<file path="src/hdl/isa_pkg.sv">
`default_nettype none

package isa_pkg;

	typedef enum logic [6:0] {
		OPC_OP_IMM = 7'b0010011,
		OPC_LUI    = 7'b0110111,
		OPC_JAL    = 7'b1101111,
		OPC_BRANCH = 7'b1100011
	} opcode_e;

	typedef enum logic [2:0] {
		OP_ADDI,
		OP_LUI,
		OP_JAL,
		OP_BEQ,
		OP_BNE,
		OP_ILLEGAL
	} op_e;

	typedef struct packed {
		logic [11:0] imm;
		logic [4:0]  rs1;
		logic [2:0]  funct3;
		logic [4:0]  rd;
		logic [6:0]  opcode;
	} i_fmt_t;

	typedef struct packed {
		logic        imm12;
		logic [5:0]  imm10_5;
		logic [4:0]  rs2;
		logic [4:0]  rs1;
		logic [2:0]  funct3;
		logic [3:0]  imm4_1;
		logic        imm11;
		logic [6:0]  opcode;
	} b_fmt_t;

	// The upper 20 bits of this view also give the U-format immediate.
	typedef struct packed {
		logic        imm20;
		logic [9:0]  imm10_1;
		logic        imm11;
		logic [7:0]  imm19_12;
		logic [4:0]  rd;
		logic [6:0]  opcode;
	} j_fmt_t;

	typedef union packed {
		i_fmt_t i_fmt;
		b_fmt_t b_fmt;
		j_fmt_t j_fmt;
	} inst_t;

	typedef struct packed {
		op_e         op;
		logic [31:0] pc;
		logic [4:0]  rd;
		logic [4:0]  rs1;
		logic [4:0]  rs2;
		logic [31:0] imm;
		logic [31:0] pred_next;
	} dec_op_t;

	typedef struct packed {
		logic [31:0] pc;
		logic [4:0]  rd;
		logic        wen;
		logic [31:0] wdata;
	} retire_t;

endpackage

`default_nettype wire

</file>
<file path="src/hdl/execute_unit.sv">
`timescale 1ns/1ps
`default_nettype none

module execute_unit (
	input  logic             clock,
	input  logic             rst_n,

	input  logic             id_valid,
	input  isa_pkg::dec_op_t id_op,
	output logic             id_ready,

	output logic             retire_valid,
	output isa_pkg::retire_t retire,

	output logic             redirect,
	output logic [31:0]      redirect_pc
);
	import isa_pkg::*;

	logic [31:0] regs [32];
	logic [31:0] rs1_val;
	logic [31:0] rs2_val;
	logic [31:0] seq_pc;
	logic [31:0] target;
	logic [31:0] next_pc;
	logic [31:0] result;
	logic        wen;
	logic        taken;
	logic        fire;

	assign id_ready = 1'b1;

	// The op in decode during a redirect is on the wrong path and is dropped.
	assign fire = id_valid && !redirect;

	always_comb begin
		rs1_val = (id_op.rs1 == 5'd0) ? 32'd0 : regs[id_op.rs1];
		rs2_val = (id_op.rs2 == 5'd0) ? 32'd0 : regs[id_op.rs2];
		seq_pc  = id_op.pc + 32'd4;
		target  = id_op.pc + id_op.imm;
		result  = 32'd0;
		wen     = 1'b0;
		taken   = 1'b0;
		case (id_op.op)
			OP_ADDI: begin
				result = rs1_val + id_op.imm;
				wen    = 1'b1;
			end
			OP_LUI: begin
				result = id_op.imm;
				wen    = 1'b1;
			end
			OP_JAL: begin
				result = seq_pc;
				wen    = 1'b1;
				taken  = 1'b1;
			end
			OP_BEQ: taken = (rs1_val == rs2_val);
			OP_BNE: taken = (rs1_val != rs2_val);
			default: ;
		endcase
		next_pc = taken ? target : seq_pc;
	end

	always_ff @(posedge clock) begin
		if (!rst_n) begin
			retire_valid <= 1'b0;
			redirect     <= 1'b0;
		end else begin
			retire_valid <= fire;
			redirect     <= fire && (next_pc != id_op.pred_next);
		end
	end

	always_ff @(posedge clock) begin
		if (fire) begin
			retire      <= '{pc: id_op.pc, rd: id_op.rd, wen: wen, wdata: result};
			redirect_pc <= next_pc;
			if (wen && id_op.rd != 5'd0) begin
				regs[id_op.rd] <= result;
			end
		end
	end

endmodule

`default_nettype wire

</file>
<file path="config.mk">
export PLATFORM = sky130hd
export DESIGN_NAME = execute_unit
export DESIGN_NICKNAME = d
export VERILOG_FILES = /design/src/hdl/isa_pkg.sv /design/src/hdl/execute_unit.sv
export SDC_FILE = /design/constraint.sdc
export NUM_CORES = 2
export LEC_CHECK = 0
export BUFFER_PORTS_ARGS = -buffer_cell sky130_fd_sc_hd__buf_2
export CORE_MARGIN = 2
export CORE_UTILIZATION = 55
export DETAILED_ROUTE_END_ITERATION = 7
export PLACE_DENSITY = 0.68
export RECOVER_POWER = 50
export SLEW_MARGIN = 15
export SYNTH_ARGS = -nofsm -noshare
export SYNTH_HDL_FRONTEND = slang
export SYNTH_SLANG_ARGS = --single-unit
</file>
<file path="constraint.sdc">
create_clock -name clock -period 9.4 [get_ports clock]
set_input_delay 0.94 -clock clock [delete_from_list [all_inputs] [get_ports clock]]
set_output_delay 0.94 -clock clock [all_outputs]
set_load 0.03 [all_outputs]
</file>
==> summary.txt <==
======================================================================================
Number of CTS-inserted buffers                                                     116
Slew at the pin closest to its max-slew limit                                  4170 ps
Fraction of layout instances using a drive strength above 1                      0.261
Total met3 wirelength after detailed routing                                  23500 um
Library cell contributing the largest single delay on the critical path   sky130_fd_sc_hd__nor2_1
Top metal layer carrying routed signals                                           met5
Post-placement setup slack                                                     1300 ps
Worst Clk Skew                                                                 67.2 ps
Vias per cell                                                                     7.26
Core area                                                                   0.100 mm^2
Kind of cell with the highest combined delay on the critical path         buffers and inverters
Cell type with the largest total area after synthesis                     sky130_fd_sc_hd__edfxtp_1
Worst min-delay path category                                             primary input to register
Global-route usage over all layers                                               0.351
Cell at the root of the clock tree                                        sky130_fd_sc_hd__clkbuf_16
DPL Wire Length                                                              114000 um
Share of synthesized flip-flops with an asynchronous set or reset                    0
Final clock period utilization by the worst path                                 0.884
Synthesized flop and latch total                                                  1128
Critical path arrival                                                          8570 ps
Clock slew at the register clock pins of the worst setup and hold paths          60 ps
Cell chain of the critical path                                           nor2b_1, clkbuf_1, nand4b_1, clkbuf_1, nor2_1, clkbuf_1
Max-cap violation count                                                             34
Most common cell after layout, fill and taps aside                        sky130_fd_sc_hd__edfxtp_1
Setup TNS                                                                         0 ps
Mean instance size in the synthesized netlist                                17.3 um^2
Final nets                                                                        3733
Unique cell type count in the Yosys netlist                                         76
Number of enable-type register cells in the synthesized netlist                   1126
Cell depth of the worst min-delay path                                               3
Share of Yosys cell area claimed by the top area cell type                       0.604
Met1 WL                                                                       64200 um
Number of remaining DRC errors                                                       0
Leakage Power                                                                  20.8 nW
Maximum resistive drop on vdd                                                 0.140 mV
Width of the die                                                                323 um
Count of cells resized by post-cts repair                                            0
CTS max path bufs                                                                    3
Main synth FF type                                                        sky130_fd_sc_hd__edfxtp_1
Kind of critical path                                                     register to register
Antenna violations before repair                                                     8
Overall die area                                                            0.104 mm^2
Part of the Yosys area used for sequential elements                              0.605
Number of hold-repair buffers added at the cts stage                                 0
Violated checks                                                           capacitance limit, slew limit
Number of port buffers                                                             220
Fin area                                                                   0.0628 mm^2
Worst stage delay on the critical path                                         2180 ps
H-tree depth                                                                         3
Clock net sink count                                                              1128
Synth Cell Area                                                            0.0559 mm^2
Crit path max fanout                                                                53
Maximum clock rate                                                           0.120 GHz
Initial core utilization                                                         0.557
Cells taking the most area after synthesis                                sky130_fd_sc_hd__edfxtp_1 60%, sky130_fd_sc_hd__mux4_2 20%, sky130_fd_sc_hd__mux2i_1 3.1%
Status                                                                    finished with violations
Worst Setup Start Kind                                                        register
Area after detailed placement                                              0.0594 mm^2
I/O pin count                                                                      222
First-pass DRT Iterations                                                            7
Final count of hold timing violations                                                0
Unrepaired setup endpoints after global routing                                     no
Final weighted congestion in routability-driven placement                        0.973
CTS tree                                                                           yes
Detailed Route Iter0 Violations                                                   5346
Final count of negative-setup-slack endpoints                                        0
Number of gates on the worst path with buffers counted                               6
Average wire length per cell after detail routing                              36.5 um
Number of routed nets with antenna violations                                        0
Die height                                                                      323 um
Top library cells by usage in the layout, fill and taps aside             1126 x sky130_fd_sc_hd__edfxtp_1, 494 x sky130_fd_sc_hd__mux4_2, 188 x sky130_fd_sc_hd__clkbuf_1
Min Tclk post-route                                                            8310 ps
Grt ovf                                                                              0
Length in cells of the worst reg-to-reg path                                         6
Routed length on met2                                                         84500 um
Buffers & Inverters on Critical Path                                                 3
Required @ worst endpoint                                                      9670 ps
Number of global-route vias before repair                                        35903
Vias after detailed routing                                                      36397
Maximum number of pins on one net before global-route repair                       108
Final slew viol count                                                             1069
Number of warnings printed during yosys synthesis                                    0
Area growth, synth to finish                                                     12.3%
Fin worst setup slack                                                          1090 ps
Number of setup buffers added after CTS                                              0
Fillers                                                                           7165
Tightest slew margin relative to the limit                                       -1.78
First-pass GRT wire length                                                   257000 um
Source-to-sink clock delay at the later pin of the worst-skew pair              740 ps
Most repeated library cell on the critical path                           sky130_fd_sc_hd__clkbuf_1
Post-synthesis cell count                                                         3238
Power density over the cells                                               188 mW/mm^2
Aggregate routed wire length                                                 183000 um
# rows                                                                             116
Category of the worst setup path capture point                                register
======================================================================================
[registers in the layout, indices dropped and copies added (netlist names)]
register / cells
redirect_pc: 32
regs: 1024
retire_valid: 1
retire: 70
redirect: 1
[cells in the mapped netlist (14+ instances only)]
master                     instances
sky130_fd_sc_hd__nand4_1          30
sky130_fd_sc_hd__mux2i_1         173
sky130_fd_sc_hd__inv_1            42
sky130_fd_sc_hd__edfxtp_1       1126
sky130_fd_sc_hd__o22ai_1          35
sky130_fd_sc_hd__o221ai_1         17
sky130_fd_sc_hd__a211oi_1         22
sky130_fd_sc_hd__and2_1           14
sky130_fd_sc_hd__nor2_1          141
sky130_fd_sc_hd__o21ai_0          65
sky130_fd_sc_hd__a22o_1           17
sky130_fd_sc_hd__o21a_1           20
sky130_fd_sc_hd__a221oi_1         18
sky130_fd_sc_hd__buf_6            16
sky130_fd_sc_hd__nand3_1          78
sky130_fd_sc_hd__nand2b_1         14
sky130_fd_sc_hd__a22oi_1          74
sky130_fd_sc_hd__xor2_1           64
sky130_fd_sc_hd__xnor2_1          73
sky130_fd_sc_hd__mux4_2          494
sky130_fd_sc_hd__buf_4            40
sky130_fd_sc_hd__a21oi_1          68
sky130_fd_sc_hd__buf_2            75
sky130_fd_sc_hd__nor3_1           26
sky130_fd_sc_hd__nand2_1         127
sky130_fd_sc_hd__ha_1             63
sky130_fd_sc_hd__clkbuf_1         54
sky130_fd_sc_hd__nor2b_1          21
[where the power goes]
group / switching, W / internal [W]
Sequential: 0.0000238 / 0.00568
Clock: 0.00200 / 0.00257
Combinational: 0.00101 / 0.000550
Total: 0.00304 / 0.00880
[final cells by class]
| class | instances | area (um^2) | area share |
|---|---|---|---|
| clock buffers | 131 | 3000 | 0.0478 |
| inverters | 44 | 165 | 0.00263 |
| clock inverters | 86 | 753 | 0.0120 |
| flip-flops and latches | 1128 | 33900 | 0.539 |
| repair buffers | 359 | 2030 | 0.0322 |
| well taps | 1357 | 1700 | 0.0270 |
| diodes | 3 | 7.51 | 0.000119 |
| multi-input cells | 1902 | 21300 | 0.339 |
[per-stage QoR]
| step | power [W] | hold slack, ps | std cells | utilization |
|---|---|---|---|---|
| after floorplan | 0.00680 | 1040 | 3269 | - |
| after global placement | 0.00732 | 1130 | 4790 | 0.592 |
| after detailed placement | 0.00735 | 1150 | 4790 | 0.592 |
| after CTS | 0.0119 | 403 | 5007 | 0.629 |
| after global routing | 0.0121 | 473 | 5007 | 0.625 |
| final | 0.0118 | 443 | 5010 | 0.626 |
[tightest hold or removal path: cells and delay by family]
kind | cells | cell delay (ps)
buffers and inverters | 2 | 130
and+or+nand+nor | 1 | 60
[routing by layer]
metal	GRT usage	vias up
li1	-	14223
met1	0.465	18631
met2	0.549	2964
met3	0.0823	571
met4	0.179	8
met5	0	-
[path summary, 6_finish.rpt]
kind,slack [ps],endpoint,from
max,1090,regs[14][29],redirect
min,440,retire_valid,rst_n
max reg2reg,1090,regs[14][29],redirect
min reg2reg,1820,regs[3][17],redirect
[cells by family after synthesis]
group | count (synthesis) | share of synthesized area
other | 2 | 0.000134
buffers and inverters | 239 | 0.0225
multiplexers | 680 | 0.232
XOR/XNOR | 137 | 0.0214
AO/OA/AOI/OAI | 462 | 0.0581
adder cells (fa/ha/maj) | 65 | 0.0148
flip-flops | 1128 | 0.605
AND/OR/NAND/NOR | 525 | 0.0454
(Power assumes the default switching activity.)
