## src/hdl/mem_bus_pkg.sv

```systemverilog
`default_nettype none

package mem_bus_pkg;

	// Burst encodings of the read address channel.
	localparam logic [1:0] BURST_FIXED = 2'b00;
	localparam logic [1:0] BURST_INCR  = 2'b01;

	// One cache line is four 32-bit words.
	localparam int LINE_WORDS       = 4;
	localparam int LINE_OFFSET_BITS = 4;

	typedef struct packed {
		logic [31:0] addr;
		logic [3:0]  len;
		logic [1:0]  burst;
	} rd_req_t;

	typedef struct packed {
		logic [31:0] data;
		logic [1:0]  resp;
		logic        last;
	} rd_rsp_t;

endpackage

`default_nettype wire
```

## src/hdl/fetch_unit.sv

```systemverilog
`timescale 1ns/1ps
`default_nettype none

module fetch_unit #(
	parameter logic [31:0] RESET_PC     = 32'h0000_0000,
	parameter logic [31:0] CACHED_BASE  = 32'h0000_1000,
	parameter logic [31:0] CACHED_LIMIT = 32'h0000_2000
) (
	input  logic                  clock,
	input  logic                  rst_n,

	output logic                  ar_valid,
	output mem_bus_pkg::rd_req_t  ar,
	input  logic                  ar_ready,
	input  logic                  r_valid,
	input  mem_bus_pkg::rd_rsp_t  r,

	output logic                  lookup_valid,
	output logic [31:0]           lookup_addr,
	input  logic                  lookup_done,
	input  logic                  lookup_hit,
	input  logic [31:0]           lookup_data,

	output logic                  fill_valid,
	output logic                  fill_last,
	output logic [31:0]           fill_addr,
	output logic [31:0]           fill_data,

	output logic                  if_valid,
	output logic [31:0]           if_pc,
	output logic [31:0]           if_inst,
	input  logic                  if_ready,

	input  logic                  redirect,
	input  logic [31:0]           redirect_pc
);
	import mem_bus_pkg::*;

	typedef enum logic [2:0] {IDLE, LOOKUP, BUS_ADDR, BUS_DATA, HOLD} state_e;

	state_e      state;
	logic [31:0] pc;
	logic [31:0] inst_q;
	logic [31:0] beat_addr_q;
	rd_req_t     ar_q;
	logic        refill_q;
	logic        kill_q;
	logic        cacheable;
	logic [31:0] line_base;
	logic        start_uncached;
	logic        take_hit;
	logic        take_miss;
	logic        beat;
	logic        critical;

	assign cacheable = (pc >= CACHED_BASE) && (pc < CACHED_LIMIT);
	assign line_base = {pc[31:LINE_OFFSET_BITS], {LINE_OFFSET_BITS{1'b0}}};

	assign start_uncached = (state == IDLE) && !redirect && !cacheable;
	assign take_hit       = (state == LOOKUP) && !redirect && lookup_done && lookup_hit;
	assign take_miss      = (state == LOOKUP) && !redirect && lookup_done && !lookup_hit;
	assign beat           = (state == BUS_DATA) && r_valid;
	// During a refill only the beat at the pc's word offset is the fetched word.
	assign critical = !refill_q ||
		(beat_addr_q[LINE_OFFSET_BITS-1:2] == pc[LINE_OFFSET_BITS-1:2]);

	assign lookup_valid = (state == IDLE) && !redirect && cacheable;
	assign lookup_addr  = pc;

	assign ar_valid = (state == BUS_ADDR);
	assign ar       = ar_q;

	assign fill_valid = beat && refill_q;
	assign fill_last  = r.last;
	assign fill_addr  = beat_addr_q;
	assign fill_data  = r.data;

	assign if_valid = (state == HOLD);
	assign if_pc    = pc;
	assign if_inst  = inst_q;

	always_ff @(posedge clock) begin
		if (!rst_n) begin
			state    <= IDLE;
			pc       <= RESET_PC;
			refill_q <= 1'b0;
			kill_q   <= 1'b0;
		end else begin
			case (state)
				IDLE: begin
					if (redirect) begin
						pc <= redirect_pc;
					end else if (cacheable) begin
						state <= LOOKUP;
					end else begin
						refill_q <= 1'b0;
						state    <= BUS_ADDR;
					end
				end
				LOOKUP: begin
					if (redirect) begin
						pc    <= redirect_pc;
						state <= IDLE;
					end else if (take_hit) begin
						state <= HOLD;
					end else if (take_miss) begin
						refill_q <= 1'b1;
						state    <= BUS_ADDR;
					end
				end
				BUS_ADDR, BUS_DATA: begin
					// The bus transaction always runs to its last beat.
					if (redirect) begin
						pc     <= redirect_pc;
						kill_q <= 1'b1;
					end
					if (state == BUS_ADDR && ar_ready) begin
						state <= BUS_DATA;
					end
					if (beat && r.last) begin
						state  <= (kill_q || redirect) ? IDLE : HOLD;
						kill_q <= 1'b0;
					end
				end
				HOLD: begin
					if (redirect) begin
						pc    <= redirect_pc;
						state <= IDLE;
					end else if (if_ready) begin
						pc    <= pc + 32'd4;
						state <= IDLE;
					end
				end
				default: state <= IDLE;
			endcase
		end
	end

	always_ff @(posedge clock) begin
		if (start_uncached) begin
			ar_q <= '{addr: pc, len: 4'd0, burst: BURST_FIXED};
		end
		if (take_miss) begin
			ar_q        <= '{addr: line_base, len: 4'(LINE_WORDS - 1), burst: BURST_INCR};
			beat_addr_q <= line_base;
		end
		if (take_hit) begin
			inst_q <= lookup_data;
		end
		if (beat) begin
			beat_addr_q <= beat_addr_q + 32'd4;
			if (critical) begin
				inst_q <= r.data;
			end
		end
	end

endmodule

`default_nettype wire

```

## config.mk

```make
export PLATFORM = sky130hd
export DESIGN_NAME = fetch_unit
export DESIGN_NICKNAME = d
export VERILOG_FILES = /design/src/hdl/mem_bus_pkg.sv /design/src/hdl/fetch_unit.sv
export SDC_FILE = /design/constraint.sdc
export NUM_CORES = 1
export LEC_CHECK = 0
export ABC_AREA = 1
export BUFFER_PORTS_ARGS = -buffer_cell sky130_fd_sc_hd__buf_4
export CAP_MARGIN = 20
export CELL_PAD_IN_SITES_DETAIL_PLACEMENT = 0
export CELL_PAD_IN_SITES_GLOBAL_PLACEMENT = 2
export CORE_UTILIZATION = 26
export CTS_CLUSTER_DIAMETER = 80
export DETAILED_ROUTE_END_ITERATION = 10
export HOLD_SLACK_MARGIN = 0.03
export PLACE_DENSITY = 0.85
export SYNTH_ARGS = -nofsm -noshare
export SYNTH_HDL_FRONTEND = slang
export SYNTH_SLANG_ARGS = --single-unit
export TNS_END_PERCENT = 10
```

## constraint.sdc

```tcl
create_clock -name clock -period 2.7 [get_ports clock]
set_clock_uncertainty 0.2 [all_clocks]
set_input_delay 0.405 -clock clock [delete_from_list [all_inputs] [get_ports clock]]
set_output_delay 0.405 -clock clock [all_outputs]
set_load 0.01 [all_outputs]
```

==> impl_summary.md <==
Setup path
Grouping stages by cell kind, the critical path spends the most delay in simple AND/OR/NAND/NOR gates. The endpoint of the worst register-to-register path is ar[15]$_DFFE_PP_. The kind of end point of the critical path is an output pin. The signal on the critical path passes through inv_1, nand2_1, nor3_2, nand3_1, nor2_1, buf_4.

The minimum setup slack among reg-to-reg paths is 0.45 ns. STA puts the critical path data required time at 2.10 ns. Counting both buffers and inverters, the worst setup path holds a total of 2.

Data on the critical path arrives at its endpoint at 1.87 ns. The startpoint of the worst register-to-register path is if_pc[14]$_SDFFE_PN0P_. On the critical path, the stage with the largest delay is an instance of dfxtp_1.

The number of cells on the worst reg-to-reg path is 8. By startpoint and endpoint, the worst setup path is classified as register to output pin. The element type at the critical path start is a register.

Along the worst path, the maximum fanout reaches 6. The delay of the slowest cell on the worst path is 0.38 ns.

Clock network
The post-cts gate resize count is 0. The H-tree depth is 4. The clock root buffer is clkbuf_16. The maximum count of clock buffers along a single path is 2. The number of clock sinks is 132. The number of CTS-inserted buffers is 17. After clock tree synthesis, the clock-pin slew on the worst setup and hold paths is 0.07 ns. TritonCTS built the clock tree. The later pin in the worst-skew pair is clocked with a latency of 0.42 ns.

Drt
The ratio of routed vias to standard cells is 4.63. The first-iteration detailed-routing DRC count is 472. Once detail routing completed, the nets flagged for antenna violations numbered 0. After detailed routing, the number of remaining DRC violations is 0. In the final routed layout, each cell accounts on average for 17.0 um.

Summing over every cut layer, the via total after detailed routing is 8034. The length of the first detailed-routing pass in iterations is 5. Wires add up to 29400 um.

Synthesis
The share of the Yosys chip area taken by registers is 0.412. The synthesis-stage register bit count is 132. The fraction of synthesized cell area taken by the top area cell type is 0.223. The number of synthesized flops with an enable pin is 58.

The cell count after synthesis came out at 1084. In this run the cell area of the synthesized design comes to 0.00782 mm^2. By area the synthesized netlist is led by edfxtp_1 22%, dfxtp_1 19%, nand2_1 14%, nor2_1 7.2%, buf_4 7.0%.

In the synthesized netlist, the cells that appear most often are 288 x nand2_1, 150 x nor2_1, 85 x nand3_1. Among all cell types in the netlist, the one instantiated most often is nand2_1. The largest total area in the synthesized netlist belongs to edfxtp_1.

The unique cell type count in the Yosys netlist is 38. The average footprint of a synthesized cell is 7.22 um^2. The total of warnings raised by yosys is 0.

For this run, asynchronously set or reset flops after synthesis account for 0. The flip-flop cell with the highest count after synthesis is dfxtp_1.

Timing
The post-route fraction of the period consumed by the critical path is 0.917. Setup repair after global routing left no endpoint under its margin. The final-report setup violation count is 0.

The worst slew margin relative to its limit is 0.597. The transition time of the tightest slew-check pin is 0.604 ns. The number of endpoints with negative hold slack in the final report came to 0. Setup slack closes at 0.225 ns. The final hold slack is 0.0414 ns. The count of pins over their slew limit came to 0. Subtracting the final worst setup slack from the clock period gives 2.48 ns. Timing would allow up to 0.404 GHz. The total negative setup slack is 0 ns.

Power
Of the total power, the share spent switching nets is 0.315. The analysis attributes to cell leakage a power of 4.61 nW. The total power is 7.04 mW. The internal portion of the total power is 4.82 mW. The worst IR drop on VDD is 322 uV.

The sequential power share is 0.391. The power density relative to cell area is 653 mW/mm^2. Of the total power, the clock network draws 0.344.

The share of total power dissipated in combinational logic is 0.265. In this run the power spent charging and discharging nets is 2.22 mW.

Min path
The worst min-delay path endpoint is if_inst[30]$_DFF_P_. The source of the worst hold timing path is r[33]. The depth of the worst hold-timing path is 3. The worst min-delay path class is primary input to register.

Outcome
The run finished with clean final reports.

Placement
The half-perimeter wire length after placement is 22900 um. The last weighted congestion value of the routability-driven placer is 0.887. The worst setup slack before clock tree synthesis is 0.430 ns.

In this run the tool buffered the top-level ports with 302 buffer cells.

Global routing
The global-route total usage across every layer is 0.187. Entering global routing, the biggest net connects 60 pins. The initial antenna violation count is 0. The first global-routing pass estimated 43700 um of wire. Summed over all layers, the global routing overflow is 0. The number of global-route vias before repair was 7392.

Floorplan
The initial utilization of the core area, before any placement, comes to 0.264. The height of the die is 175 um. The number of rows created at floorplan is 63. The total die area is 0.0308 mm^2. The core region area is 0.0296 mm^2.

The number of top-level design ports is 310. The die width is 175 um.

Finish
Relative to the synthesized area, the layout overhead comes to 37.9%. At the end of the flow, the number of nets in the layout was 1442. The fraction of layout instances using a drive strength above 1 is 0.306. The number of antenna diodes is 0.

Run
The total of max-cap violations is 0.
## worst max-delay path by stage
stage                            from                      end  slack [ns]  cells past startpoint
2_1_floorplan   state[0]$_SDFFE_PN0P_  fill_addr[10]$_DFFE_PP_        0.40                      5
3_3_place_gp                 redirect         ar[23]$_DFFE_PP_        0.45                      9
6_report       if_pc[14]$_SDFFE_PN0P_             lookup_valid        0.22                      6
3_5_place_dp                 redirect         ar[23]$_DFFE_PP_        0.43                      9
4_1_cts         state[0]$_SDFFE_PN0P_               fill_valid        0.20                      5
5_1_grt         state[0]$_SDFFE_PN0P_               fill_valid        0.07                      5
## state kept, by name, summed over array words and instances (netlist names)
signal     cells
ar            33
if_inst       32
if_pc         32
fill_addr     30
state          3
kill_q         1
refill_q       1
## layer usage
metal | vias to the layer above | global-route usage | wire [um]
met5 | - | 0 | 0
met4 | 0 | 0.0417 | 365
met3 | 26 | 0.0344 | 1800
met2 | 288 | 0.307 | 13900
met1 | 3753 | 0.253 | 13400
li1 | 3967 | - | -
## stage by stage
step	utilization	cells	area, um^2
2_1_floorplan	-	1088	7840
3_3_place_gp	0.343	1701	10200
3_5_place_dp	0.343	1701	10200
4_1_cts	0.364	1735	10800
5_1_grt	0.364	1735	10800
6_report	0.364	1735	10800
## cells by family (layout without fill, tap and decap cells)
family | count (synthesis) | count (layout) | share of synthesized area
buffers and inverters | 197 | 454 | 0.134
other | 1 | 5 | 0.000479
AND/OR/NAND/NOR | 587 | 587 | 0.320
multiplexers | 1 | 1 | 0.00128
XOR/XNOR | 18 | 18 | 0.0202
adder cells (fa/ha/maj) | 3 | 3 | 0.00480
flip-flops | 132 | 132 | 0.412
AO/OA/AOI/OAI | 145 | 145 | 0.108
## placed cells by master, fill, tap and decap left out, types with 3 or more instances in the layout
| cell type | count |
|---|---|
| o21ai_1 | 3 |
| clkinv_4 | 3 |
| buf_12 | 3 |
| xor2_1 | 11 |
| edfxtp_1 | 58 |
| inv_2 | 7 |
| o211ai_1 | 5 |
| xnor2_1 | 7 |
| buf_4 | 332 |
| nor2_1 | 150 |
| nand2_1 | 288 |
| nor2_4 | 4 |
| a31oi_1 | 37 |
| or2_2 | 5 |
| nor3_1 | 9 |
| inv_1 | 77 |
| dfxtp_1 | 74 |
| inv_4 | 3 |
| nor2_2 | 22 |
| clkbuf_16 | 19 |
| nand3_1 | 85 |
| o21ai_0 | 39 |
| nand4_1 | 13 |
| a21oi_1 | 38 |
| ha_1 | 3 |
| inv_8 | 3 |
| o21a_1 | 19 |
| conb_1 | 5 |
| inv_6 | 3 |
| nand3b_1 | 4 |
## final cells by class
type	instances	area, um^2
repair buffers	337	2570
inverters	85	322
flip-flops and latches	132	3220
clock inverters	13	134
well taps	390	488
clock buffers	19	475
multi-input cells	759	3570
fillers	3198	18900
## repair_timing
item / CTS / global route
hold buffers: 2 / 0
endpoints found under the hold margin: 2 / 0
buffers inserted: 0 / 0
## worst register-to-register path: stages (launching register included)
cell,delay [ns]
dfxtp_1,0.38
inv_1,0.20
nand2_1,0.09
nor3_2,0.30
nand2_1,0.15
nand3_2,0.16
nand2_2,0.10
inv_4,0.31
nor2_1,0.10
## power by group through the flow
stage	clock (mW)	combinational [mW]	sequential, mW
after CTS	2.47	1.90	2.76
after global routing	2.55	2.02	2.81
after detailed placement	0	1.89	2.79
final	2.42	1.87	2.76
after floorplan	0	0.729	2.94
after global placement	0	1.88	2.79
Power figures use the tool's default switching activity.
