## config.mk

```make
export PLATFORM = sky130hd
export DESIGN_NAME = icache
export DESIGN_NICKNAME = d
export VERILOG_FILES = /design/src/hdl/mem_bus_pkg.sv /design/src/hdl/icache.sv
export SDC_FILE = /design/constraint.sdc
export NUM_CORES = 2
export LEC_CHECK = 0
export BUFFER_PORTS_ARGS = -buffer_cell sky130_fd_sc_hd__buf_2
export CAP_MARGIN = 30
export CELL_PAD_IN_SITES_DETAIL_PLACEMENT = 1
export CELL_PAD_IN_SITES_GLOBAL_PLACEMENT = 1
export CORE_MARGIN = 1
export CORE_UTILIZATION = 61
export DETAILED_ROUTE_END_ITERATION = 7
export PLACE_DENSITY_LB_ADDON = 0.3
export SLEW_MARGIN = 5
export SYNTH_ARGS = -nofsm -noshare
export SYNTH_HDL_FRONTEND = slang
export SYNTH_SLANG_ARGS = --single-unit
```

## constraint.sdc

```tcl
create_clock -name clock -period 9.07 [get_ports clock]
set_clock_uncertainty 0.1 [all_clocks]
set_input_delay 1.814 -clock clock [delete_from_list [all_inputs] [get_ports clock]]
set_output_delay 1.814 -clock clock [all_outputs]
set_load 0.01 [all_outputs]
```

## src/hdl/mem_bus_pkg.sv

```systemverilog
`default_nettype none

package mem_bus_pkg;

	// Burst encodings of the read address channel.
	localparam logic [1:0] BURST_FIXED = 2'b00;
	localparam logic [1:0] BURST_INCR  = 2'b01;

	// One cache line is four 32-bit words.
	localparam int LINE_WORDS       = 4;
	localparam int LINE_OFFSET_BITS = 4;

	typedef struct packed {
		logic [31:0] addr;
		logic [3:0]  len;
		logic [1:0]  burst;
	} rd_req_t;

	typedef struct packed {
		logic [31:0] data;
		logic [1:0]  resp;
		logic        last;
	} rd_rsp_t;

endpackage

`default_nettype wire
```

## src/hdl/icache.sv

```systemverilog
`timescale 1ns/1ps
`default_nettype none

module icache #(
	parameter int CACHE_LINES = 16
) (
	input  logic        clock,
	input  logic        rst_n,

	input  logic        lookup_valid,
	input  logic [31:0] lookup_addr,
	output logic        lookup_done,
	output logic        lookup_hit,
	output logic [31:0] lookup_data,

	input  logic        fill_valid,
	input  logic        fill_last,
	input  logic [31:0] fill_addr,
	input  logic [31:0] fill_data
);
	import mem_bus_pkg::*;

	localparam int INDEX_BITS = $clog2(CACHE_LINES);
	localparam int WORD_BITS  = LINE_OFFSET_BITS - 2;
	localparam int TAG_BITS   = 32 - INDEX_BITS - LINE_OFFSET_BITS;

	logic [31:0]           data_mem [CACHE_LINES][LINE_WORDS];
	logic [TAG_BITS-1:0]   tag_mem [CACHE_LINES];
	logic [CACHE_LINES-1:0] line_valid;

	logic                  pend_q;
	logic [INDEX_BITS-1:0] idx_q;
	logic [TAG_BITS-1:0]   tag_q;
	logic [WORD_BITS-1:0]  word_q;

	logic [INDEX_BITS-1:0] fill_idx;
	logic [TAG_BITS-1:0]   fill_tag;
	logic [WORD_BITS-1:0]  fill_word;

	assign fill_idx  = fill_addr[LINE_OFFSET_BITS +: INDEX_BITS];
	assign fill_tag  = fill_addr[31 -: TAG_BITS];
	assign fill_word = fill_addr[2 +: WORD_BITS];

	// The compare happens one cycle after the request, on the registered address.
	assign lookup_done = pend_q;
	assign lookup_hit  = line_valid[idx_q] && (tag_mem[idx_q] == tag_q);
	assign lookup_data = data_mem[idx_q][word_q];

	always_ff @(posedge clock) begin
		if (!rst_n) begin
			pend_q     <= 1'b0;
			line_valid <= '0;
		end else begin
			pend_q <= lookup_valid;
			if (fill_valid) begin
				// A line being refilled stays invalid until its last beat.
				line_valid[fill_idx] <= fill_last;
			end
		end
	end

	always_ff @(posedge clock) begin
		if (lookup_valid) begin
			idx_q  <= lookup_addr[LINE_OFFSET_BITS +: INDEX_BITS];
			tag_q  <= lookup_addr[31 -: TAG_BITS];
			word_q <= lookup_addr[2 +: WORD_BITS];
		end
		if (fill_valid) begin
			data_mem[fill_idx][fill_word] <= fill_data;
			if (fill_last) begin
				tag_mem[fill_idx] <= fill_tag;
			end
		end
	end

endmodule

`default_nettype wire

```

==> flow_summary.html <==
<table>
<tr><th>Metric</th><th>Value</th></tr>
<tr><th colspan="2">Power</th></tr>
<tr><td>Worst VDD drop</td><td>0.0002325 V</td></tr>
<tr><td>Static Leakage</td><td>33.10 nW</td></tr>
<tr><td>P per Cell Area</td><td>227.3 mW/mm²</td></tr>
<tr><th colspan="2">Critical path</th></tr>
<tr><td>Worst reg-to-reg setup slack</td><td>7.94 ns</td></tr>
<tr><td>Path depth of the worst reg2reg path</td><td>1</td></tr>
<tr><td>Launching element type of the critical path</td><td>flop</td></tr>
<tr><td>Max Fanout on Critical Path</td><td>45</td></tr>
<tr><td>Crit path required time</td><td>7.16 ns</td></tr>
<tr><td>Source of the worst register-to-register timing path</td><td>idx_q[0]</td></tr>
<tr><td>Path type of the worst setup path</td><td>flop to output port</td></tr>
<tr><td>Arrival time reported for the critical path endpoint</td><td>4.89 ns</td></tr>
<tr><td>Worst setup EP type</td><td>output port</td></tr>
<tr><th colspan="2">Synth</th></tr>
<tr><td>Share of Yosys cell area claimed by the top area cell type</td><td>78.06%</td></tr>
<tr><td>Cell Area, Synth</td><td>0.09471 mm²</td></tr>
<tr><td>Leading cell types by total area after synthesis</td><td>edfxtp_1 78%, mux4_2 18%, mux2i_1 0.61%, dfxtp_1 0.44%, buf_2 0.43%</td></tr>
<tr><td>Synthesized net count</td><td>3899</td></tr>
<tr><td>Main combinational cell family by area after synthesis</td><td>multiplexers</td></tr>
<tr><td>Basic-gate share of the synthesized area counting and, or, nand and nor cells</td><td>0.8812%</td></tr>
<tr><td>Share of async-settable or async-resettable flops after synthesis</td><td>0%</td></tr>
<tr><td>EDFF count, synth</td><td>2462</td></tr>
<tr><td>Number of instances in the synthesized netlist</td><td>3798</td></tr>
<tr><td>Synth Warn #</td><td>0</td></tr>
<tr><td>Number of flip-flops and latches in the synthesized netlist</td><td>2483</td></tr>
<tr><td>Number of library cell types mapped by synthesis</td><td>48</td></tr>
<tr><td>Average footprint of a synthesized cell</td><td>24.94 µm²</td></tr>
<tr><td>Largest area contributor in the netlist</td><td>edfxtp_1</td></tr>
<tr><td>Share of cell area taken by muxes after synthesis</td><td>18.83%</td></tr>
<tr><td>Register area share after synthesis</td><td>78.51%</td></tr>
<tr><td>Share of the synthesized area in compound gates (AO/OA/AOI/OAI)</td><td>0.5047%</td></tr>
<tr><td>Synth Area in XOR/XNOR</td><td>0.2312%</td></tr>
<tr><td>Commonest register cell after synthesis</td><td>edfxtp_1</td></tr>
<tr><td>Synth Area in Adders</td><td>0%</td></tr>
<tr><th colspan="2">Timing</th></tr>
<tr><td>Final count of negative-setup-slack endpoints</td><td>0</td></tr>
<tr><td>RSZ-0062 raised after global routing</td><td>false</td></tr>
<tr><td>Post-route fraction of the period consumed by the critical path</td><td>74.98%</td></tr>
<tr><td>Worst max-slew margin expressed relative to the limit</td><td>29.05%</td></tr>
<tr><td>Time the worst path needs with I/O delays and setup</td><td>6.801 ns</td></tr>
<tr><td>Final Max Tran Viols</td><td>0</td></tr>
<tr><td>Final count of hold timing violations</td><td>0</td></tr>
<tr><td>Pin slew with the least headroom to its limit</td><td>1.058 ns</td></tr>
<tr><td>Maximum operating frequency</td><td>147.0 MHz</td></tr>
<tr><td>Setup TNS after final layout</td><td>0 ns</td></tr>
<tr><th colspan="2">Placed design</th></tr>
<tr><td>GPL Wtd Cong</td><td>0.7765</td></tr>
<tr><td>Post-detailed-placement cell area</td><td>0.09871 mm²</td></tr>
<tr><td>Port buffer count</td><td>130</td></tr>
<tr><td>Post-DP HPWL</td><td>128.6 mm</td></tr>
<tr><th colspan="2">GRT</th></tr>
<tr><td>Pin count of the biggest net entering global routing</td><td>130</td></tr>
<tr><td>First-pass GRT wire length</td><td>388.4 mm</td></tr>
<tr><td>Total routing usage reported by global routing</td><td>36.36%</td></tr>
<tr><td>Number of global-route vias before repair</td><td>49177</td></tr>
<tr><td>Gr ovfl total</td><td>0</td></tr>
<tr><td>Antenna violations before repair</td><td>21</td></tr>
<tr><th colspan="2">CTS</th></tr>
<tr><td>Clock tree from TritonCTS</td><td>built</td></tr>
<tr><td>H-tree Lvls</td><td>4</td></tr>
<tr><td>Maximum clock path buffer count</td><td>3</td></tr>
<tr><td>Number of hold-repair buffers added at the cts stage</td><td>0</td></tr>
<tr><td>Clk sinks</td><td>2483</td></tr>
<tr><td>Source-to-sink clock delay at the later pin of the worst-skew pair</td><td>0.86 ns</td></tr>
<tr><td>Cts bufs inserted</td><td>234</td></tr>
<tr><td>Clock-pin slew reported for the worst setup and hold paths after clock tree synthesis</td><td>0.06 ns</td></tr>
<tr><td>Resize count post-CTS</td><td>0</td></tr>
<tr><td>Root buffer cell</td><td>clkbuf_16</td></tr>
<tr><td>Post-CTS Setup Repair Bufs</td><td>0</td></tr>
<tr><th colspan="2">Worst hold path</th></tr>
<tr><td>Min-Delay Endpoint</td><td>line_valid[1]</td></tr>
<tr><td>Min-Delay Startpoint</td><td>line_valid[1]</td></tr>
<tr><td>Number of cells on the worst hold path</td><td>2</td></tr>
<tr><td>Path category of the worst min-delay check</td><td>flop to flop</td></tr>
<tr><th colspan="2">Floorplan</th></tr>
<tr><td>Starting density of the core</td><td>61.48%</td></tr>
<tr><td>Row count</td><td>144</td></tr>
<tr><td>I/O pin count</td><td>135</td></tr>
<tr><td>Overall die height</td><td>396.0 µm</td></tr>
<tr><td>Area inside the core boundary</td><td>0.1540 mm²</td></tr>
<tr><td>Horizontal extent of the die</td><td>396.0 µm</td></tr>
<tr><td>Die area</td><td>0.1568 mm²</td></tr>
<tr><th colspan="2">Layout</th></tr>
<tr><td>Number of nets in the layout</td><td>4220</td></tr>
<tr><td>Leading cell type in the layout, fill and taps excluded</td><td>edfxtp_1</td></tr>
<tr><td>Filler cell count in the final layout</td><td>11350</td></tr>
<tr><td>Multi-input gate area in the final layout</td><td>0.01997 mm²</td></tr>
<tr><td>Commonest non-fill, non-tap cells in the layout</td><td>2462 x edfxtp_1, 761 x mux4_2, 237 x clkbuf_16</td></tr>
<tr><td>Share of final-layout standard cells stronger than drive strength 1</td><td>33.57%</td></tr>
<tr><td>Footprint of the flip-flops and latches</td><td>0.07437 mm²</td></tr>
<tr><td>Design area</td><td>0.1067 mm²</td></tr>
<tr><td>Relative area change from synthesis to final layout</td><td>12.67%</td></tr>
<tr><th colspan="2">Route</th></tr>
<tr><td>Initial DRC Count</td><td>8024</td></tr>
<tr><td>Number of vias per cell after detailed routing</td><td>7.374</td></tr>
<tr><td>Number of nets with antenna violations after routing</td><td>0</td></tr>
<tr><td>Drt first pass iters</td><td>5</td></tr>
<tr><td>DRC violation count after routing</td><td>0</td></tr>
<tr><td>Wirelength per Cell</td><td>44.52 µm</td></tr>
<tr><td>Final routed wirelength across all metal layers</td><td>284.0 mm</td></tr>
<tr><td>Overall via count from detail_route</td><td>47036</td></tr>
<tr><th colspan="2">Outcome</th></tr>
<tr><td>Result of the run</td><td>finished clean</td></tr>
<tr><th colspan="2">Job</th></tr>
<tr><td>Maximum capacitance violations</td><td>0</td></tr>
</table>
-- Yosys cell counts (3+ instances only) --
cell type	instances
nand2b_1	3
buf_4	8
nor2_1	85
buf_2	81
nor2b_1	24
nor3_1	3
o221ai_1	3
a211oi_1	4
dfxtp_1	21
inv_1	5
o21ai_1	8
nand3_1	22
a221oi_1	3
xor2_1	7
nand2_1	29
o2111ai_1	3
clkbuf_1	63
buf_6	10
a22oi_1	9
mux2i_1	58
nand4_1	9
mux4_2	761
buf_1	36
edfxtp_1	2462
xnor2_1	18
mux2_2	10
a21oi_1	19
o21ai_0	9
-- worst max-delay path: stages (launching register included) --
cell and delay (ns):
dfxtp_4 0.83, buf_4 0.83, mux4_2 0.43, mux2_2 0.34, o221ai_1 0.41, o31a_1 0.22
nand4_1 0.20, a211oi_1 0.31, o2111a_1 0.24, buf_2 0.13
-- report_power, final --
group / internal [mW] / switching, mW / total, mW
Combinational: 0.796 / 1.05 / 1.84
Sequential: 12.7 / 0.0694 / 12.8
Clock: 5.14 / 4.50 / 9.63
-- worst max-delay path by stage --
stage                       startpoint  depth (start not counted)         endpoint
after global placement            flop                          8   lookup_data[0]
after global routing              flop                          5  lookup_data[20]
final                             flop                          9       lookup_hit
after floorplan           fill_addr[7]                          5  data_mem[11][0]
after detailed placement          flop                          8   lookup_data[0]
after CTS                         flop                          8   lookup_data[0]
-- final cells by class --
type | count | share of cell area (%)
Clock buffer | 298 | 5.773
Multi-Input combinational cell | 1109 | 18.71
Antenna cell | 10 | 0.02345
Tap cell | 2044 | 2.397
Sequential cell | 2483 | 69.69
Inverter | 7 | 0.02462
Clock inverter | 144 | 1.007
Timing Repair Buffer | 284 | 2.366
-- through the flow --
| stage | hold WS, ns | setup WS [ns] | util, % | power [mW] | cells |
|---|---|---|---|---|---|
| final | 0.4549 | 2.269 | 69.27 | 24.26 | 6379 |
| after global routing | 0.4683 | 2.246 | 69.26 | 24.63 | 6377 |
| after CTS | 0.4292 | 2.077 | 68.78 | 24.19 | 6334 |
| after detailed placement | 0.4040 | 3.153 | 64.08 | 14.73 | 5892 |
| after global placement | 0.3892 | 3.170 | 63.95 | 14.66 | 5882 |
| after floorplan | 0.3732 | 4.514 | - | 14.08 | 3798 |
-- routing by layer --
layer / GRT usage, % / share of wire [%]
met5: 0 / 0.046
met3: 8.187 / 12
met1: 47.45 / 33
met2: 59.62 / 50
met4: 15.81 / 4.8
-- cells by family after synthesis --
kind of cell / Yosys count
AO/OA/AOI/OAI: 72
XOR/XNOR: 25
buffers and inverters: 206
flip-flops: 2483
multiplexers: 829
AND/OR/NAND/NOR: 183
-- sequential cells by signal, summed over array words and instances, names as in the netlist, named ones only --
register     cells
tag_q           24
data_mem      2048
lookup_done      1
tag_mem        384
idx_q            4
word_q           2
line_valid      16
Note: power is estimated with default switching activity, not from simulation.
