**src/hdl/isa_pkg.sv**
```systemverilog
`default_nettype none

package isa_pkg;

	typedef enum logic [6:0] {
		OPC_OP_IMM = 7'b0010011,
		OPC_LUI    = 7'b0110111,
		OPC_JAL    = 7'b1101111,
		OPC_BRANCH = 7'b1100011
	} opcode_e;

	typedef enum logic [2:0] {
		OP_ADDI,
		OP_LUI,
		OP_JAL,
		OP_BEQ,
		OP_BNE,
		OP_ILLEGAL
	} op_e;

	typedef struct packed {
		logic [11:0] imm;
		logic [4:0]  rs1;
		logic [2:0]  funct3;
		logic [4:0]  rd;
		logic [6:0]  opcode;
	} i_fmt_t;

	typedef struct packed {
		logic        imm12;
		logic [5:0]  imm10_5;
		logic [4:0]  rs2;
		logic [4:0]  rs1;
		logic [2:0]  funct3;
		logic [3:0]  imm4_1;
		logic        imm11;
		logic [6:0]  opcode;
	} b_fmt_t;

	// The upper 20 bits of this view also give the U-format immediate.
	typedef struct packed {
		logic        imm20;
		logic [9:0]  imm10_1;
		logic        imm11;
		logic [7:0]  imm19_12;
		logic [4:0]  rd;
		logic [6:0]  opcode;
	} j_fmt_t;

	typedef union packed {
		i_fmt_t i_fmt;
		b_fmt_t b_fmt;
		j_fmt_t j_fmt;
	} inst_t;

	typedef struct packed {
		op_e         op;
		logic [31:0] pc;
		logic [4:0]  rd;
		logic [4:0]  rs1;
		logic [4:0]  rs2;
		logic [31:0] imm;
		logic [31:0] pred_next;
	} dec_op_t;

	typedef struct packed {
		logic [31:0] pc;
		logic [4:0]  rd;
		logic        wen;
		logic [31:0] wdata;
	} retire_t;

endpackage

`default_nettype wire

```
**src/hdl/decode_unit.sv**
```systemverilog
`timescale 1ns/1ps
`default_nettype none

module decode_unit (
	input  logic             clock,
	input  logic             rst_n,

	input  logic             if_valid,
	input  logic [31:0]      if_pc,
	input  logic [31:0]      if_inst,
	output logic             if_ready,

	output logic             id_valid,
	output isa_pkg::dec_op_t id_op,
	input  logic             id_ready,

	input  logic             flush
);
	import isa_pkg::*;

	inst_t   inst;
	dec_op_t dec;

	assign inst = if_inst;

	// The register takes a word when it is empty or drains in this cycle.
	assign if_ready = !id_valid || id_ready;

	always_comb begin
		dec           = '0;
		dec.op        = OP_ILLEGAL;
		dec.pc        = if_pc;
		dec.pred_next = if_pc + 32'd4;
		case (inst.i_fmt.opcode)
			OPC_OP_IMM: begin
				if (inst.i_fmt.funct3 == 3'b000) begin
					dec.op  = OP_ADDI;
					dec.rd  = inst.i_fmt.rd;
					dec.rs1 = inst.i_fmt.rs1;
					dec.imm = {{20{inst.i_fmt.imm[11]}}, inst.i_fmt.imm};
				end
			end
			OPC_LUI: begin
				dec.op  = OP_LUI;
				dec.rd  = inst.j_fmt.rd;
				dec.imm = {inst.j_fmt.imm20, inst.j_fmt.imm10_1, inst.j_fmt.imm11,
					inst.j_fmt.imm19_12, 12'b0};
			end
			OPC_JAL: begin
				dec.op  = OP_JAL;
				dec.rd  = inst.j_fmt.rd;
				dec.imm = {{11{inst.j_fmt.imm20}}, inst.j_fmt.imm20, inst.j_fmt.imm19_12,
					inst.j_fmt.imm11, inst.j_fmt.imm10_1, 1'b0};
			end
			OPC_BRANCH: begin
				// Only funct3 000 (BEQ) and 001 (BNE) are supported.
				if (inst.b_fmt.funct3[2:1] == 2'b00) begin
					dec.op  = inst.b_fmt.funct3[0] ? OP_BNE : OP_BEQ;
					dec.rs1 = inst.b_fmt.rs1;
					dec.rs2 = inst.b_fmt.rs2;
					dec.imm = {{19{inst.b_fmt.imm12}}, inst.b_fmt.imm12, inst.b_fmt.imm11,
						inst.b_fmt.imm10_5, inst.b_fmt.imm4_1, 1'b0};
				end
			end
			default: ;
		endcase
	end

	always_ff @(posedge clock) begin
		if (!rst_n) begin
			id_valid <= 1'b0;
		end else if (flush) begin
			id_valid <= 1'b0;
		end else if (if_ready) begin
			id_valid <= if_valid;
		end
	end

	always_ff @(posedge clock) begin
		if (if_valid && if_ready) begin
			id_op <= dec;
		end
	end

endmodule

`default_nettype wire

```
**config.mk**
```make
export PLATFORM = sky130hd
export DESIGN_NAME = decode_unit
export DESIGN_NICKNAME = d
export VERILOG_FILES = /design/src/hdl/isa_pkg.sv /design/src/hdl/decode_unit.sv
export SDC_FILE = /design/constraint.sdc
export NUM_CORES = 1
export LEC_CHECK = 0
export BUFFER_PORTS_ARGS = -buffer_cell sky130_fd_sc_hd__clkbuf_2
export CAP_MARGIN = 20
export CORE_MARGIN = 5
export CORE_UTILIZATION = 52
export DETAILED_ROUTE_END_ITERATION = 10
export GPL_ROUTABILITY_DRIVEN = 0
export HOLD_SLACK_MARGIN = 0.06
export PLACE_DENSITY = 0.85
export SYNTH_ARGS = -nofsm -noshare
export SYNTH_HDL_FRONTEND = slang
export SYNTH_SLANG_ARGS = --single-unit
```
**constraint.sdc**
```tcl
create_clock -name clock -period 10.3 [get_ports clock]
set_clock_uncertainty 0.2 [all_clocks]
set_input_delay 1.03 -clock clock [delete_from_list [all_inputs] [get_ports clock]]
set_output_delay 1.03 -clock clock [all_outputs]
set_load 0.01 [all_outputs]
```
==> results of run 1 <==
sequential cells by signal, indices dropped and copies added, names as in the netlist:
signal,flops
id_valid,1
id_op,112
kinds of logic after synthesis:
logic type | share of synthesized area
AOI/OAI and AO/OA | 0.0641
xor gates and xnor gates | 0.0525
adders and majority gates | 0.00268
buffers and inverters | 0.0212
DFF | 0.725
muxes | 0.00214
and+or+nand+nor | 0.132
placed cells by master, fill, tap and decap left out, types with 4 or more instances in the layout:
cell type,n
clkbuf_16,16
and2_1,21
xnor2_1,22
nor3_1,7
nand3_1,17
edfxtp_1,112
clkinvlp_4,4
inv_1,5
a21o_1,19
a21oi_1,7
nor2_1,4
xor2_1,6
nand4_1,7
nor4_1,4
nand2_1,9
clkbuf_2,184
nand2b_1,4
and4_1,5
bufinv_16,4
a22o_1,4
power by group through the flow:
stage                     Combinational, mW  Sequential [mW]  Clock, mW
after floorplan                      0.0246            0.565          0
after global placement               0.0869            0.550          0
after detailed placement             0.0894            0.551          0
after CTS                            0.0900            0.542      0.612
after global routing                 0.0964            0.543      0.635
final                                0.0889            0.541      0.603
metrics by stage:
step           power [mW]  setup slack (ns)  hold WS (ns)
6_report             1.23              7.60         0.338
5_1_grt              1.27              7.41         0.383
4_1_cts              1.24              7.61         0.347
3_5_place_dp        0.640              7.10         0.333
3_3_place_gp        0.637              7.17         0.306
2_1_floorplan       0.590              5.79         0.395
worst max-delay path: stages:
cell and delay [ns]:
clkbuf_2 0.07, nand2b_1 0.13, and2_4 0.60, buf_4 0.73
routing by layer:
metal,GRT usage,share of wire,vias up
li1,-,-,1526
met1,0.227,0.37,1542
met2,0.330,0.52,153
met3,0.0666,0.083,19
met4,0.0831,0.022,0
met5,0,0,-
worst min-delay path by stage:
stage / slack, ns / cells past startpoint / start / to
after CTS: 0.35 / 2 / id_valid / id_valid
after global placement: 0.31 / 2 / id_valid / id_valid
after detailed placement: 0.33 / 2 / id_valid / id_valid
after floorplan: 0.39 / 2 / id_valid / id_valid
after global routing: 0.38 / 2 / id_valid / id_valid
final: 0.34 / 2 / id_valid / id_valid
cell type report:
cell class / count / area, um2
clock buffers: 17 / 414
clock inverters: 15 / 206
fillers: 601 / 2440
inverters: 5 / 18.8
multi-input cells: 164 / 1190
flip-flops and latches: 113 / 3380
well taps: 108 / 135
repair buffers: 186 / 936
Yosys cell counts, drive strengths merged, types with 4 or more instances:
library cell    n  area (um2)
and2           22         138
a22o            4        35.0
nor3            8        51.3
nor2            4        15.0
and4            5        43.8
inv             5        18.8
a21o           19         143
xor2            6        52.6
nand3          17        85.1
xnor2          22         193
nand2b          4        25.0
a21oi           7        35.0
nor4            6        67.6
edfxtp        112        3360
buf             8        68.8
nand4           8        65.1
nand2          10        40.0
==> results.md, run 1 <==
- DRT Pass-1 Iters: 4
- Max VDD drop: roughly 0.15 mV
- Fraction of the cycle the final worst path needs: 0.262
- RR Startpoint: id_valid
- Setup crit end: id_op[63]
- Longest Clk Path Bufs: 2
- Total CTS buffers: 17
- R2r setup slk: 7.92 ns
- Mapped Nets: ~360
- Die height: ~100 um
- Power share of the clock group: 0.489
- Startpoint types: input pin
- Number of nets in the layout: 557
- Leakage: 2.75 nW
- Clock tree root buffer cell: clkbuf_8
- Seq/Total Area, Yosys: 0.725
- HP Class: flip-flop to flip-flop
- # IOs: between 150 and 200
- Critical path origin: id_ready
- Initial antenna violation count: 0
- Switching part of the total: 0.220
- EDFF count, synth: between 100 and 150
- H-Tree Level Count: 4
- Final Non-Filler Cells: 608
- Avg Cell Area, Syn: 15.9 um2
- Post-synthesis cell area: 4670 um2
- Post-Route Setup TNS: 0 ns
- DP Area: approximately 5700 um2
- Worst R2R Path Depth: 3
- Vias in the first global route: about 3300
- Worst EP arrival: roughly 2.6 ns
- Top FF cell, synth: edfxtp_1
- Clock transition at path regs: roughly 0.05 ns
- Post-CTS resize count: 0
- Pint: around 960 uW
- Max-Cap Viols: 0
- Antenna Nets Post-Route: 0
- Endpoint class of the critical path: flip-flop
- Post-CTS setup repair buffer count: 0
- Clk_lat worst skew: about 0.49 ns
- Pwr/cell area: 196 nW/um2
- Rows: 34
- Die span in x: ~100 um
- Worst Max-Slew Pin Slew: approximately 0.85 ns
- Total die area: about 11000 um2
- DPL Wire Length: 7.78 mm
- GRT overflow: 0
- Hold-fix buffers, CTS: 0
- Share of layout cells above drive strength 1: 0.458
- ANT cells: 0
- Layout area overhead: 34.6%
- Async SR Flop Fraction: 0
- Routed WL: roughly 11 mm
- Status: complete, no violations
- Setup-failing EPs final: 0
- DR vias/cell: between 5 and 6
- GRT Util Overall: 0.195
- Core area: between 8000 and 9000 um2
- CTS Sinks: 113
- Util after Layout: 0.720
- Initial DRC count: 223
- Psw: approximately 270 uW
- CTS tree: yes
- IO buf count: between 150 and 200
- Final Instance Area: about 6300 um2
- Placed Cells: 576
- Starting Density: 0.535
- Via count: ~3200
- Crit path max fanout: 61
- Syn Inst Count: about 290
- Worst slew margin: 0.433
- Yosys cell types: 44
- WP data required: roughly 10 ns
- Max Clk Rate: 370 MHz
- Ys Warns: 0
- Final number of max-transition violations: 0
- RSZ-0062 raised after global routing: false
- Critical R2R Capture: id_op[63]
- Pin count of the biggest net entering global routing: 62
- Yosys reg bits: 113
- Seq pwr share: 0.439
- First-pass GRT wire length: roughly 17 mm
- DRC violations left: 0
- Gate power share: 0.072
- Crit Path Class: input pin to flip-flop
- Final min period: 2.70 ns
- Routed WL per cell: 17.6 um
- Hold Fails Final Rpt: 0
(Power assumes the default switching activity.)
==> run 2, diff against run 1 <==
--- a/config.mk
+++ b/config.mk
@@ -8,11 +8,11 @@
 export BUFFER_PORTS_ARGS = -buffer_cell sky130_fd_sc_hd__clkbuf_2
 export CAP_MARGIN = 20
 export CORE_MARGIN = 5
-export CORE_UTILIZATION = 52
+export CORE_UTILIZATION = 44
 export DETAILED_ROUTE_END_ITERATION = 10
 export GPL_ROUTABILITY_DRIVEN = 0
 export HOLD_SLACK_MARGIN = 0.06
-export PLACE_DENSITY = 0.85
+export PLACE_DENSITY = 0.76
 export SYNTH_ARGS = -nofsm -noshare
 export SYNTH_HDL_FRONTEND = slang
 export SYNTH_SLANG_ARGS = --single-unit
==> constraint.sdc (replaced) <==
create_clock -name clock -period 2.39 [get_ports clock]
set_clock_uncertainty 0.2 [all_clocks]
set_input_delay 0.239 -clock clock [delete_from_list [all_inputs] [get_ports clock]]
set_output_delay 0.239 -clock clock [all_outputs]
set_load 0.01 [all_outputs]
==> run 2 against run 1 <==
Global-route usage shrank 0.47 points; final area increased by 9.7%; sequential share of layout area is 4.8 points lower; first-iteration DRC count decreased by 23%; via count grew 7.5%; setup slack got worse by 7.5 ns; non-clock buffer count grew 68; critical path depth up 3; combinational power rose to 5.4 times the previous value; total power rose to 4.0 times the previous value; die area increased by 16%; critical path type unchanged; largest power group is now sequential cells; highest routed layer unchanged.
==> results.md, run 2 (synthesis results as in run 1) <==
- DRC violations left: 0
- Rows: 37
- Startpoint types: input pin
- Max VDD drop: ~0.41 mV
- Layout fillers: 713
- Fraction of the cycle the final worst path needs: 0.966
- R2r setup slk: about 0.70 ns
- Largest register FFs: ~110
- Pin count of the biggest net entering global routing: between 60 and 70
- Crit path max fanout: 7
- Pwr/cell area: roughly 720 nW/um2
- ANT cells: 0
- Routed WL: about 12 mm
- GRT overflow: 0
- Total CTS buffers: 17
- Clk_lat worst skew: 0.51 ns
- DPL Wire Length: approximately 8 mm
- Min-Delay Endpoint: id_op[112]
- Endpoint class of the critical path: flip-flop
- Worst EP arrival: 2.49 ns
- Die span in x: between 100 and 150 um
- Hold Fails Final Rpt: 0
- Core area: between 10000 and 15000 um2
- CTS tree: yes
- Die height: roughly 110 um
- Via count: roughly 3500
- Worst R2R Path Depth: 3
- Longest Clk Path Bufs: 2
- Worst hold stages: 3
- Max Clk Rate: roughly 430 MHz
- Clock transition at path regs: about 0.05 ns
- Most common cell after layout, fill and taps aside: clkbuf_2
- WP data required: 2.57 ns
- Reg with most FFs: id_op
- Vias in the first global route: approximately 3600
- Hold Crit Start: if_inst[2]
- Post-Route Setup TNS: 0 ns
- Total die area: about 13000 um2
- Share of layout cells above drive strength 1: 0.394
- Critical R2R Capture: id_op[66]
- Multi-input logic area: roughly 1200 um2
- H-Tree Level Count: 4
- Reg area: between 3000 and 4000 um2
- Setup-failing EPs final: 0
- Hold_ws: approximately 0.12 ns
- Final min period: 2.31 ns
- CTS Sinks: around 110
- Largest registers: id_op (112), id_valid (1)
- Initial DRC count: around 170
- Worst slew margin: 0.591
- Initial antenna violation count: 0
- Max-Cap Viols: 0
- Starting Density: 0.452
- Layout area overhead: 47.7%
- Antenna Nets Post-Route: 0
- Final number of max-transition violations: 0
- Most frequent cells in the layout: clkbuf_2, edfxtp_1, dlygate4sd3_1
- IO buf count: about 180
- DRT Pass-1 Iters: 4
- Clock tree root buffer cell: clkbuf_8
- DR vias/cell: approximately 5.0
- GRT Util Overall: 0.191
- Leakage: 2.99 nW
- First-pass GRT wire length: between 15 and 20 mm
- Crit Path Class: input pin to flip-flop
- Worst Max-Slew Pin Slew: approximately 0.61 ns
- Status: complete, no violations
- Number of nets in the layout: 625
- # IOs: 185
- RR Startpoint: id_valid
- HP Class: input pin to flip-flop
- Routed WL per cell: between 15 and 20 um
- RSZ-0062 raised after global routing: false
-- run 2: cell count changes in the layout (fill, tap and decap cells not counted), moves of 2 or more --
cell | previous run | this run
bufinv_16 | 4 | 1
clkbuf_1 | 0 | 4
clkinv_1 | 1 | 5
clkinv_4 | 3 | 0
clkinvlp_4 | 4 | 2
dlygate4sd3_1 | 0 | 66
inv_6 | 3 | 0
-- run 2: layer usage --
layer | part of all wire | global-route usage | wire length [um] | vias to the layer above
li1 | - | - | - | 1654
met5 | 0 | 0 | 0 | -
met3 | 0.073 | 0.0567 | 870 | 28
met1 | 0.38 | 0.217 | 4460 | 1649
met4 | 0.021 | 0.0905 | 249 | 0
met2 | 0.53 | 0.329 | 6260 | 153
-- run 2: worst max-delay path by stage --
stage / startpoint / end / cells past startpoint
final: if_inst[6] / id_op[34] / 7
after global routing: if_inst[6] / id_op[34] / 7
after CTS: if_inst[13] / id_op[34] / 7
after detailed placement: if_pc[2] / id_op[24] / 6
after global placement: if_pc[2] / id_op[18] / 6
after floorplan: id_valid / id_op[100] / 2
-- run 2: power breakdown --
| group | internal, mW | switching, mW | total [mW] |
|---|---|---|---|
| combinational | 0.217 | 0.263 | 0.480 |
| sequential | 2.30 | 0.0324 | 2.33 |
| clock | 1.34 | 0.787 | 2.13 |
-- run 2: timing repair --
item | 4_1_cts | 5_1_grt
hold endpoints to repair | 112 | 0
hold buffers | 66 | 0
buffers inserted | 0 | 0
gates resized for setup | 0 | 2
setup endpoints to repair | 0 | 1
-- run 2: worst max-delay path, stage by stage --
cell and delay (ns):
dlygate4sd3_1 0.54, clkbuf_2 0.18, nor4b_4 0.42, nand2_1 0.15, a21oi_2 0.25, a22o_1 0.17
dlygate4sd3_1 0.54
-- run 2: through the flow --
| stage | cell area, um2 | setup WS [ns] | instances | total power, mW | util |
|---|---|---|---|---|---|
| after floorplan | 4670 | 0.427 | 293 | 2.53 | - |
| after global placement | 5720 | 0.329 | 605 | 2.75 | 0.554 |
| after detailed placement | 5720 | 0.254 | 605 | 2.76 | 0.554 |
| after CTS | 6870 | 0.0274 | 701 | 4.98 | 0.666 |
| after global routing | 6890 | 0.00823 | 702 | 5.12 | 0.668 |
| final | 6890 | 0.0801 | 702 | 4.94 | 0.668 |
-- run 2: cell type report --
cell class / instances / area share
Inverter: 5 / 0.00272
Tap cell: 136 / 0.0247
Multi-Input combinational cell: 164 / 0.174
Timing Repair Buffer: 254 / 0.236
Clock inverter: 9 / 0.00999
Clock buffer: 21 / 0.0623
Sequential cell: 113 / 0.491
==> run 3, diff against run 2 <==
--- a/config.mk
+++ b/config.mk
@@ -8,11 +8,11 @@
 export BUFFER_PORTS_ARGS = -buffer_cell sky130_fd_sc_hd__clkbuf_2
 export CAP_MARGIN = 20
 export CORE_MARGIN = 5
-export CORE_UTILIZATION = 44
+export CORE_UTILIZATION = 40
 export DETAILED_ROUTE_END_ITERATION = 10
 export GPL_ROUTABILITY_DRIVEN = 0
 export HOLD_SLACK_MARGIN = 0.06
-export PLACE_DENSITY = 0.76
+export PLACE_DENSITY = 0.71
 export SYNTH_ARGS = -nofsm -noshare
 export SYNTH_HDL_FRONTEND = slang
 export SYNTH_SLANG_ARGS = --single-unit
==> run 3 against run 2 <==
Total power rose by 11%; final cell count rose by 1.0%; critical endpoint is now id_op[18]; clock power rose by 26%; global-route usage fell by 2.4 points; die area rose by 9.1%; via count fell by 0.89%; flip-flop and latch count did not move; combinational power fell by 2%; utilization fell by 5.4 points; largest cell class unchanged; non-clock buffer count fell by 2; highest routed layer unchanged.
==> results.md, run 3 (synthesis results as in run 1) <==
- DRT Pass-1 Iters: 4
- CTS tree: yes
- Clk_lat worst skew: approximately 0.39 ns
- Rows: 39
- Setup-failing EPs final: 0
- Pwr/cell area: approximately 780 nW/um2
- Via count: ~3500
- Hold Fails Final Rpt: 0
- Die height: between 100 and 150 um
- Crit Path Class: input pin to flip-flop
- Most frequent cells in the layout: clkbuf_2, edfxtp_1, dlygate4sd3_1
- Worst EP arrival: between 2 and 2.5 ns
- Status: complete, no violations
- DR vias/cell: 4.87
- CTS Sinks: roughly 110
- RSZ-0062 raised after global routing: false
- Reg with most FFs: id_op
- Max VDD drop: 0.425 mV
- Longest Clk Path Bufs: 2
- Endpoint class of the critical path: flip-flop
- Routed WL per cell: between 15 and 20 um
- Clock tree root buffer cell: clkbuf_16
- Starting Density: 0.409
- Number of nets in the layout: approximately 620
- Startpoint types: input pin
- Final min period: 2.20 ns
- DRC violations left: 0
- HP Class: input pin to flip-flop
- Clock transition at path regs: ~0.050 ns
- Largest register FFs: around 110
- Post-layout total power: 5.48 mW
- Pin count of the biggest net entering global routing: a little under 50
- H-Tree Level Count: 4
- Worst slew margin: 0.643
- Share of layout cells above drive strength 1: 0.405
- Core area: roughly 11000 um2
- Crit-path slowest cell: nor4_4
- WP data required: about 2.3 ns
- Post-CTS resize count: 0
- IO buf count: between 150 and 200
- Largest registers: id_op (112), id_valid (1)
- Initial DRC count: 291
- Die span in x: around 120 um
- Fraction of the cycle the final worst path needs: 0.922
- Max-Cap Viols: 0
- Post-CTS setup repair buffer count: 0
- Most common cell after layout, fill and taps aside: clkbuf_2
- Final number of max-transition violations: 0
- Antenna Nets Post-Route: 0
- # IOs: ~190
- Total die area: between 10000 and 15000 um2
- ANT cells: 0
- Initial antenna violation count: 0
- GRT Util Overall: 0.167
- Crit path max fanout: 8
- Crit path largest cell delay: between 0.5 and 0.6 ns
- DPL Wire Length: roughly 8.1 mm
- Leakage: about 3.1 nW
- Total CTS buffers: 17
- GRT overflow: 0
- Vias in the first global route: around 3600
- Worst Max-Slew Pin Slew: approximately 0.53 ns
- Routed WL: 11.4 mm
- Layout area overhead: 50.2%
- Max Clk Rate: between 400 and 500 MHz
- Post-Route Setup TNS: 0 ns
- Worst path cell trace: dlygate4sd3_1, clkbuf_2, ha_1, inv_1, nor4_4, nand4_1, xnor2_1
- First-pass GRT wire length: ~19 mm
run 3: cell types whose count changed in the layout (fill, tap and decap cells not counted), sizes merged:
cell / before / now
clkinv: 6 / 5
bufinv: 1 / 5
dlygate4sd3: 66 / 63
clkbuf: 206 / 204
buf: 3 / 5
run 3: power breakdown:
group | internal (mW) | total, mW | leakage, nW | switching [mW]
logic | 0.215 | 0.472 | 1.65 | 0.256
registers | 2.30 | 2.33 | 1.11 | 0.0319
clock network | 1.84 | 2.68 | 0.301 | 0.844
run 3: through the flow:
stage | instances | hold slack, ns | setup slack (ns) | util | area (um2)
final | 709 | 0.152 | 0.187 | 0.614 | 7010
after global routing | 709 | 0.152 | 0.0513 | 0.614 | 7010
after CTS | 709 | 0.127 | 0.207 | 0.614 | 7010
after detailed placement | 614 | 0.221 | 0.314 | 0.504 | 5750
after global placement | 614 | 0.222 | 0.376 | 0.504 | 5750
after floorplan | 293 | 0.138 | 0.427 | - | 4670
run 3: worst paths after layout:
kind              slack [ns]   startpoint   endpoint  cells past startpoint
setup / recovery        0.19     if_pc[2]  id_op[18]                      7
hold / removal          0.15  if_inst[14]  id_op[64]                      3
setup reg to reg        0.73     id_valid  id_op[95]                      3
hold reg to reg         0.71     id_valid  id_op[49]                      2
run 3: timing repair:
action | 4_1_cts | 5_1_grt
hold buffers | 63 | 0
setup endpoints to repair | 0 | 0
hold endpoints to repair | 110 | 0
run 3: routing by layer:
| metal | routed length [um] | GRT usage | vias to the layer above |
|---|---|---|---|
| met4 | 434 | 0.103 | 0 |
| met1 | 4680 | 0.197 | 1624 |
| met2 | 5550 | 0.264 | 147 |
| met5 | 0 | 0 | - |
| met3 | 781 | 0.0533 | 30 |
| li1 | - | - | 1652 |
run 3: layout make-up:
cell class,instances,area [um2]
inverters,5,18.8
fillers,880,4410
clock inverters,12,189
clock buffers,20,437
multi-input cells,164,1190
flip-flops and latches,113,3380
repair buffers,252,1610
well taps,143,179
run 3: critical path, delay by kind of cell:
kind,cells,cell delay [ns]
xor+xnor,1,0.15
buf+inv,3,0.81
fa+ha+maj,1,0.22
simple gates,2,0.73
